**src/ciPkg.sv**
```systemverilog
package ciPkg;

  // Data path widths
  localparam int ciWordW     = 32;
  localparam int ciNumberW   = 8;
  localparam int resetCountW = 5;   // Top bit marks reset release
  localparam int delayCountW = 40;  // Operand A times cycles per microsecond

  // Custom-instruction numbers as seen on the CPU side
  typedef enum logic [ciNumberW-1:0] {
    ciSwapByte = 8'd1,
    ciCpuFreq  = 8'd4,
    ciDelay    = 8'd6
  } ciOpcodeE;

  // Operands are valid in the start cycle only
  typedef struct packed {
    ciOpcodeE             number;
    logic [ciWordW-1:0]   operandA;
    logic [ciWordW-1:0]   operandB;
  } ciRequestT;

  // One bit per execute unit, already qualified with start and ready
  typedef struct packed {
    logic swapByte;
    logic cpuFreq;
    logic delay;
  } ciSelectT;

  typedef struct packed {
    logic                 done;
    logic [ciWordW-1:0]   result;  // Zero unless done
  } ciResponseT;

endpackage

```
**src/resetSequencer.sv**
```systemverilog
module resetSequencer (
  input  logic s_systemClock,
  input  logic s_pllLocked,
  output logic systemReady
);

  localparam logic [ciPkg::resetCountW-1:0] countOne = {{(ciPkg::resetCountW-1){1'b0}}, 1'b1};

  logic [ciPkg::resetCountW-1:0] s_resetCountReg;

  // Saturates once the top bit is set
  always_ff @(posedge s_systemClock or negedge s_pllLocked) begin
    if (!s_pllLocked) begin
      s_resetCountReg <= '0;
    end else if (!s_resetCountReg[ciPkg::resetCountW-1]) begin
      s_resetCountReg <= s_resetCountReg + countOne;
    end
  end

  assign systemReady = s_resetCountReg[ciPkg::resetCountW-1];

  // Ready may only drop through loss of lock
  readyHolds: assert property (
    @(posedge s_systemClock) disable iff (!s_pllLocked)
    systemReady |=> systemReady
  ) else $error("systemReady dropped while PLL locked");

endmodule

```
**src/ciDecode.sv**
```systemverilog
module ciDecode (
  input  logic             s_systemClock,
  input  logic             s_pllLocked,
  input  logic             systemReady,
  input  logic             ciStart,
  input  ciPkg::ciRequestT ciRequest,
  output ciPkg::ciSelectT  ciSelect
);

  ciPkg::ciOpcodeE s_opcode;
  logic            s_qualifiedStart;

  assign s_opcode         = ciRequest.number;
  assign s_qualifiedStart = ciStart & systemReady;  // CPU held in reset until ready

  always_comb begin
    ciSelect = '0;
    if (s_qualifiedStart) begin
      case (s_opcode)
        ciPkg::ciSwapByte: begin
          ciSelect.swapByte = 1'b1;
        end
        ciPkg::ciCpuFreq: begin
          ciSelect.cpuFreq = 1'b1;
        end
        ciPkg::ciDelay: begin
          ciSelect.delay = 1'b1;
        end
        default: begin
          // Unknown numbers never answer
          ciSelect = '0;
        end
      endcase
    end
  end

  // Units share one result path, so only one may start
  selectOneHot: assert property (
    @(posedge s_systemClock) disable iff (!s_pllLocked)
    $onehot0(ciSelect)
  ) else $error("more than one execute unit selected");

endmodule

```
**src/singleCycleUnit.sv**
```systemverilog
module singleCycleUnit #(
  parameter int clockFrequencyInHz = 125000000
) (
  input  logic              s_systemClock,
  input  logic              s_pllLocked,
  input  ciPkg::ciSelectT   ciSelect,
  input  ciPkg::ciRequestT  ciRequest,
  output ciPkg::ciResponseT swapResponse
);

  // Reported as is, no measurement
  localparam logic [ciPkg::ciWordW-1:0] cpuFrequency = clockFrequencyInHz;

  logic [ciPkg::ciWordW-1:0] s_operandA;
  logic [ciPkg::ciWordW-1:0] s_fullReverse;
  logic [ciPkg::ciWordW-1:0] s_halfSwap;
  logic [ciPkg::ciWordW-1:0] s_swapValue;
  logic [ciPkg::ciWordW-1:0] s_swapResult;
  logic [ciPkg::ciWordW-1:0] s_freqResult;

  assign s_operandA    = ciRequest.operandA;
  assign s_fullReverse = {s_operandA[7:0], s_operandA[15:8],
                          s_operandA[23:16], s_operandA[31:24]};
  assign s_halfSwap    = {s_operandA[23:16], s_operandA[31:24],
                          s_operandA[7:0], s_operandA[15:8]};

  // Operand B bit 0 picks the full reversal
  assign s_swapValue = ciRequest.operandB[0] ? s_fullReverse : s_halfSwap;

  assign s_swapResult = ciSelect.swapByte ? s_swapValue : '0;
  assign s_freqResult = ciSelect.cpuFreq ? cpuFrequency : '0;

  assign swapResponse.done   = ciSelect.swapByte | ciSelect.cpuFreq;
  assign swapResponse.result = s_swapResult | s_freqResult;

  // Zero latency answer must track its select
  doneNeedsSelect: assert property (
    @(posedge s_systemClock) disable iff (!s_pllLocked)
    swapResponse.done |-> (ciSelect.swapByte || ciSelect.cpuFreq)
  ) else $error("single cycle unit answered without a select");

endmodule

```
**src/delayUnit.sv**
```systemverilog
module delayUnit #(
  parameter int clockFrequencyInHz = 125000000
) (
  input  logic              s_systemClock,
  input  logic              s_pllLocked,
  input  ciPkg::ciSelectT   ciSelect,
  input  ciPkg::ciRequestT  ciRequest,
  output ciPkg::ciResponseT delayResponse
);

  localparam int padW = ciPkg::delayCountW - ciPkg::ciWordW;

  localparam logic [ciPkg::ciWordW-1:0] cyclesPerMicro = clockFrequencyInHz / 1000000;
  localparam logic [ciPkg::delayCountW-1:0] countOne =
    {{(ciPkg::delayCountW-1){1'b0}}, 1'b1};

  logic [ciPkg::delayCountW-1:0] s_operandWide;
  logic [ciPkg::delayCountW-1:0] s_cyclesWide;
  logic [ciPkg::delayCountW-1:0] s_loadCount;
  logic [ciPkg::delayCountW-1:0] s_countReg;
  logic                          s_busy;
  logic                          s_zeroDelay;
  logic                          s_countExpires;

  assign s_operandWide = {{padW{1'b0}}, ciRequest.operandA};
  assign s_cyclesWide  = {{padW{1'b0}}, cyclesPerMicro};
  assign s_loadCount   = s_operandWide * s_cyclesWide;

  assign s_busy = |s_countReg;

  // Loaded on the select edge, then one step per cycle
  always_ff @(posedge s_systemClock or negedge s_pllLocked) begin
    if (!s_pllLocked) begin
      s_countReg <= '0;
    end else if (ciSelect.delay) begin
      s_countReg <= s_loadCount;
    end else if (s_busy) begin
      s_countReg <= s_countReg - countOne;
    end
  end

  assign s_zeroDelay    = ciSelect.delay && (s_loadCount == '0);  // Answer right away
  assign s_countExpires = (s_countReg == countOne);              // Count hits zero on this edge

  assign delayResponse.done   = s_zeroDelay | s_countExpires;
  assign delayResponse.result = '0;

  // CPU stalls on a running delay, so nothing may start meanwhile
  noStartWhileBusy: assert property (
    @(posedge s_systemClock) disable iff (!s_pllLocked)
    (|ciSelect) |-> !s_busy
  ) else $error("custom instruction started while delay busy");

endmodule

```
**src/ciCollect.sv**
```systemverilog
module ciCollect (
  input  logic              s_systemClock,
  input  logic              s_pllLocked,
  input  ciPkg::ciResponseT swapResponse,
  input  ciPkg::ciResponseT delayResponse,
  output ciPkg::ciResponseT ciResponse
);

  ciPkg::ciResponseT s_combined;

  // Idle units drive zero, so OR acts as the result bus
  assign s_combined = swapResponse | delayResponse;

  // Output register for timing toward the CPU
  always_ff @(posedge s_systemClock or negedge s_pllLocked) begin
    if (!s_pllLocked) begin
      ciResponse <= '0;
    end else begin
      ciResponse <= s_combined;
    end
  end

  unitsExclusive: assert property (
    @(posedge s_systemClock) disable iff (!s_pllLocked)
    !(swapResponse.done && delayResponse.done)
  ) else $error("two execute units answered together");

endmodule

```
**src/ciSubsystem.sv**
```systemverilog
module ciSubsystem #(
  parameter int clockFrequencyInHz = 125000000
) (
  input  logic              s_systemClock,
  input  logic              s_pllLocked,
  input  logic              ciStart,
  input  ciPkg::ciRequestT  ciRequest,
  output logic              systemReady,
  output ciPkg::ciResponseT ciResponse
);

  ciPkg::ciSelectT   s_ciSelect;
  ciPkg::ciResponseT s_swapResponse;
  ciPkg::ciResponseT s_delayResponse;

  resetSequencer u_resetSequencer (
    .s_systemClock (s_systemClock),
    .s_pllLocked   (s_pllLocked),
    .systemReady   (systemReady)
  );

  // Starts before ready are dropped here
  ciDecode u_ciDecode (
    .s_systemClock (s_systemClock),
    .s_pllLocked   (s_pllLocked),
    .systemReady   (systemReady),
    .ciStart       (ciStart),
    .ciRequest     (ciRequest),
    .ciSelect      (s_ciSelect)
  );

  singleCycleUnit #(
    .clockFrequencyInHz (clockFrequencyInHz)
  ) u_singleCycleUnit (
    .s_systemClock (s_systemClock),
    .s_pllLocked   (s_pllLocked),
    .ciSelect      (s_ciSelect),
    .ciRequest     (ciRequest),
    .swapResponse  (s_swapResponse)
  );

  delayUnit #(
    .clockFrequencyInHz (clockFrequencyInHz)
  ) u_delayUnit (
    .s_systemClock (s_systemClock),
    .s_pllLocked   (s_pllLocked),
    .ciSelect      (s_ciSelect),
    .ciRequest     (ciRequest),
    .delayResponse (s_delayResponse)
  );

  ciCollect u_ciCollect (
    .s_systemClock (s_systemClock),
    .s_pllLocked   (s_pllLocked),
    .swapResponse  (s_swapResponse),
    .delayResponse (s_delayResponse),
    .ciResponse    (ciResponse)
  );

endmodule

```
**config.mk**
```make
export PLATFORM = sky130hd
export DESIGN_NAME = ciSubsystem
export DESIGN_NICKNAME = d
export VERILOG_FILES = /design/src/ciPkg.sv /design/src/resetSequencer.sv /design/src/ciDecode.sv /design/src/singleCycleUnit.sv /design/src/delayUnit.sv /design/src/ciCollect.sv /design/src/ciSubsystem.sv
export SDC_FILE = /design/constraint.sdc
export NUM_CORES = 1
export LEC_CHECK = 0
export ABC_AREA = 0
export ABC_CLOCK_PERIOD_IN_PS = 3600
export BUFFER_PORTS_ARGS = -buffer_cell sky130_fd_sc_hd__clkbuf_2
export CAP_MARGIN = 20
export CORE_UTILIZATION = 60
export DETAILED_ROUTE_END_ITERATION = 7
export PLACE_DENSITY = 0.82
export SETUP_SLACK_MARGIN = 0.3
export SLEW_MARGIN = 20
export SYNTH_ARGS = -nofsm -noshare
export SYNTH_HDL_FRONTEND = slang
export SYNTH_SLANG_ARGS = --single-unit
```
**constraint.sdc**
```tcl
create_clock -name s_systemClock -period 3.6 [get_ports s_systemClock]
set_input_delay 0.36 -clock s_systemClock [delete_from_list [all_inputs] [get_ports s_systemClock]]
set_output_delay 0.36 -clock s_systemClock [all_outputs]
set_load 0.005 [all_outputs]
```
==> reports/metrics.yaml, run 1 <==
run_status:
  status: "stopped before the end"
  lastStage: "global routing (5_1_grt)"
  error: "[ERROR GRT-0232] Routing congestion too high. Check the congestion heatmap in the GUI."
sta:
  worst-ep-kind: "register input"
  worst_endpoint: "u_ciCollect.ciResponse[32]$_DFF_PN0_/D"
global_route:
  track_usage_pct: 83.02
  grt_overflow: 151
  grt_max_degree: 79
logic_synthesis:
  synthTopCellsByArea: "fa_1 25%, dfrtp_1 20%, ha_1 12%, inv_1 6.5%, mux2i_1 3.8%"
  synthFlopType: "dfrtp_1"
  yosysTopAreaCell: "fa_1"
  synth_commonest_cells: "167 x inv_1, 118 x fa_1, 89 x ha_1"
  netlist_instances: 1015
  synth_fp_nets: 1297
  syn_area_sq_mm: 0.009574
  synthArstFlopShare_pct: 100.0
  synth_cell_types: 72
  synth_top_area_share_pct: 24.67
  yosysWarningCount: 0
  synth_enable_flop_cells: 0
  ys_ff_latch: 78
  syn_avg_cell_area_sq_um: 9.433
  yosysMostFrequentCell: "inv_1"
  ys_seq_area_share_pct: 20.39
clock_tree:
  cts_buffer_depth: 2
  holdBufCountCts: 0
  numCtsBuffers: 9
  htreeDepth: 3
  clock_sinks: 78
  cts_root_buf: "clkbuf_16"
place:
  portBuffers: 77
  gp_congestion: 0.9192
  dpl.hpwl_mm: 22.89
floorplan:
  initial_core_util_pct: 62.29
  fp-row-count: 45
  die_w_microns: 128.3
  die_h_microns: 128.3
  ios: 109
==> logic make-up after synthesis <==
group / synth area share [%]
fa+ha+maj: 36.30
xor+xnor: 5.763
compound gates: 12.02
flops: 20.39
simple gates: 13.64
buf+inv: 7.880
mux: 3.999
==> what timing repair did <==
action | 4_1_cts
buffers inserted | 30
pin swaps | 81
setup endpoints to repair | 34
resized for setup | 125
endpoints found under the hold margin | 0
==> per-layer routing <==
metal,track usage (%),GRT overflow
met2,97.42,76
met1,82.20,0
met5,30.59,0
met3,68.28,2
met4,90.45,73
==> per-stage QoR <==
| step | worst slack, ns | utilization, % | instance area, sq um | hold slack, ns | cells |
|---|---|---|---|---|---|
| after floorplan | -1.301 | - | 9932 | 0.06441 | 1015 |
| after CTS | -1.325 | 85.67 | 13170 | 0.2001 | 1537 |
| after detailed placement | -1.800 | 78.40 | 12050 | 0.4815 | 1491 |
| after global placement | -1.751 | 78.40 | 12050 | 0.4654 | 1491 |
==> run 2: changes to the inputs <==
- CORE_UTILIZATION: 60 -> 40
- PLACE_DENSITY: 0.82 -> not set
- PLACE_DENSITY_LB_ADDON: not set -> 0.15
- SETUP_SLACK_MARGIN: 0.3 -> not set
==> run 2 against run 1 <==
Synthesized cell count did not move. Synthesized area unchanged. The flow now finishes, with violations (negative setup slack).
==> reports/metrics.yaml, run 2 <==
run_status:
  status: "complete, but fails checks"
  violations: "negative setup slack"
clock_tree:
  cts_buffer_depth: 2
  numCtsBuffers: 9
  cts_tree: "yes"
  clock_latency_ns: 0.34
  holdBufCountCts: 0
  htreeDepth: 3
  clock_sinks: 78
  clk_pin_slew_ns: 0.06
  cts_root_buf: "clkbuf_16"
pwr:
  powerDensity_mw_per_mm2: 1116
  power_mw: 15.59
  vdd_drop_max_v: 0.0006093
  p_leak_nw: 6.552
critical_path:
  cp.arrival_ns: 5.16
  start_kind: "input port"
  path_max_fanout: 5
  worstPathRequired_ns: 3.87
  criticalPathCategory: "input port to flip-flop"
  cp-end-kind: "flip-flop"
logic_synthesis:
  yosysWarningCount: 0
  synthFlopType: "dfrtp_1"
  netlist_instances: 1015
  synth_cell_types: 72
  syn_avg_cell_area_sq_um: 9.433
  syn_area_sq_mm: 0.009574
  ys_ff_latch: 78
  synth_fp_nets: 1297
  synth_enable_flop_cells: 0
  synthArstFlopShare_pct: 100.0
  synth_top_area_share_pct: 24.67
  yosysTopAreaCell: "fa_1"
  ys_seq_area_share_pct: 20.39
  synth_commonest_cells: "167 x inv_1, 118 x fa_1, 89 x ha_1"
  synthTopCellsByArea: "fa_1 25%, dfrtp_1 20%, ha_1 12%, inv_1 6.5%, mux2i_1 3.8%"
  yosysMostFrequentCell: "inv_1"
layout:
  largest_register_ffs: 40
  syn_to_final_growth_pct: 45.94
  n_antenna_cell: 0
  drive_above_1_share_pct: 43.33
  num-nets-final: 1628
  fillers: 1994
  final_common_cell: "buf_4"
  mostFrequentLayoutCells: "250 x buf_4, 132 x inv_1, 108 x fa_1"
  regMostFlops: "u_delayUnit.s_countReg"
  top_regs: "u_delayUnit.s_countReg: 40 flops, u_ciCollect.ciResponse: 33 flops, u_resetSequencer.s_resetCountReg: 5 flops"
place:
  gp_congestion: 0.8493
  dpl.hpwl_mm: 20.68
  dp_slack_ns: -1.773
  portBuffers: 77
routing:
  drt_wl_total_mm: 26.29
  drt-initial-drc-count: 286
  dr.pass1.iters: 5
  via_per_inst: 4.883
  vias: 8150
  wl_per_cell_microns: 15.75
  postRouteAntennaNets: 0
  route.detailed.drc: 0
sta:
  worst_pin_slew_ns: 1.037
  relSlewSlack_pct: 30.87
  final_hold_viol_count: 0
  whs_ns: 0.04537
  grt_setup_unrepaired: "true"
  report.final.setup_viol: 29
  timing.final.ws_setup_ns: -1.287
  fin_crit_ns: 4.887
  clock_skew_ns: 0.01070
  maxClockFrequency_mhz: 204.6
  slew_violations: 0
  finalCritPeriodShare_pct: 135.8
global_route:
  grt_max_degree: 79
  track_usage_pct: 22.50
  grt_pass1_vias: 8490
  grt_overflow: 0
  antenna_found_initial: 0
  grt_pass1_wl_mm: 43.08
floorplan:
  die_h_microns: 156.7
  die_w_microns: 156.7
  core_area_sq_mm: 0.02347
  fp-row-count: 56
  ios: 109
  dieArea_sq_mm: 0.02456
  initial_core_util_pct: 40.79
worst_hold_path:
  hold_class: "input port to async pin"
job:
  cap_violations: 0
## run 2: cell counts after synthesis
Identical to the previous run, type by type.
## run 2: critical path: stages
cell and delay [ns]:
clkbuf_8 0.11, clkinvlp_4 0.14, fa_1 0.52, fa_1 0.53, fa_1 0.43, fa_1 0.51
inv_1 0.06, ha_4 0.29, buf_4 0.12, nand2_1 0.06, buf_4 0.13, nor3_2 0.36
nor3_4 0.10, xor2_1 0.20, nand4_1 0.18, nor4_4 0.31, nand4_1 0.11, or4_1 0.51
o21ai_1 0.12
## run 2: routing by layer
| layer | track usage [%] | part of all wire (%) |
|---|---|---|
| met5 | 0 | 0 |
| met4 | 4.202 | 1.2 |
| met3 | 2.188 | 2.5 |
| met2 | 38.79 | 49 |
| met1 | 30.76 | 47 |
## run 2: layout make-up
type                       count  area, sq um  area share [%]
clock inverter                 4        53.80          0.3851
clock buffer                  11        252.7           1.809
timing repair buffer         350         2638           18.88
sequential                    78         1952           13.97
tap                          319        399.1           2.857
inverter                     167        670.6           4.800
multi-input combinational    740         8006           57.30
## run 2: kinds of logic (layout without fill, tap and decap cells)
group / count (synthesis) / in the layout / share of synthesized area [%]
compound gates: 181 / 181 / 12.02
xor+xnor: 63 / 63 / 5.763
fa+ha+maj: 207 / 207 / 36.30
buf+inv: 197 / 532 / 7.880
flops: 78 / 78 / 20.39
mux: 38 / 38 / 3.999
simple gates: 251 / 251 / 13.64
## run 2: power by group
part | switching, mW | internal [mW] | leakage (nW)
sequential | 0.0920 | 0.965 | 0.970
clock | 0.388 | 0.574 | 0.144
combinational | 6.36 | 7.21 | 5.44
## run 2: final timing paths
| check | end | from | cells past startpoint | slack (ns) |
|---|---|---|---|---|
| setup / recovery | u_ciCollect.ciResponse[32]$_DFF_PN0_ | ciRequest[40] | 19 | -1.29 |
| max in group asynchronous | u_ciCollect.ciResponse[18]$_DFF_PN0_ | s_pllLocked | 1 | 3.03 |
| setup reg to reg | u_delayUnit.s_countReg[10]$_DFFE_PN0P_ | u_delayUnit.s_countReg[25]$_DFFE_PN0P_ | 10 | 0.45 |
| hold reg to reg | u_resetSequencer.s_resetCountReg[3]$_DFFE_PN0N_ | u_resetSequencer.s_resetCountReg[3]$_DFFE_PN0N_ | 1 | 0.48 |
| hold / removal | u_resetSequencer.s_resetCountReg[0]$_DFFE_PN0N_ | s_pllLocked | 1 | 0.05 |
| min in group s_systemClock | u_ciCollect.ciResponse[8]$_DFF_PN0_ | ciRequest[32] | 3 | 0.35 |
## run 2: what timing repair did
item / in CTS / in global routing
resized for setup: 168 / 87
cloned: 0 / 0
setup buffers: 38 / 27
pin swaps: 94 / 68
endpoints found under the setup margin: 31 / 33
## run 2: through the flow
step                      instances  area (sq um)  utilization [%]  setup TNS, ns
final                          1669         13970            59.53         -16.78
after global routing           1669         13970            59.53         -21.95
after CTS                      1650         13520            57.61         -15.99
after detailed placement       1607         12230            52.11         -32.42
after global placement         1607         12230            52.11         -30.92
after floorplan                1015          9917                -         -14.34
No activity file was read; power rests on OpenSTA's default activity.
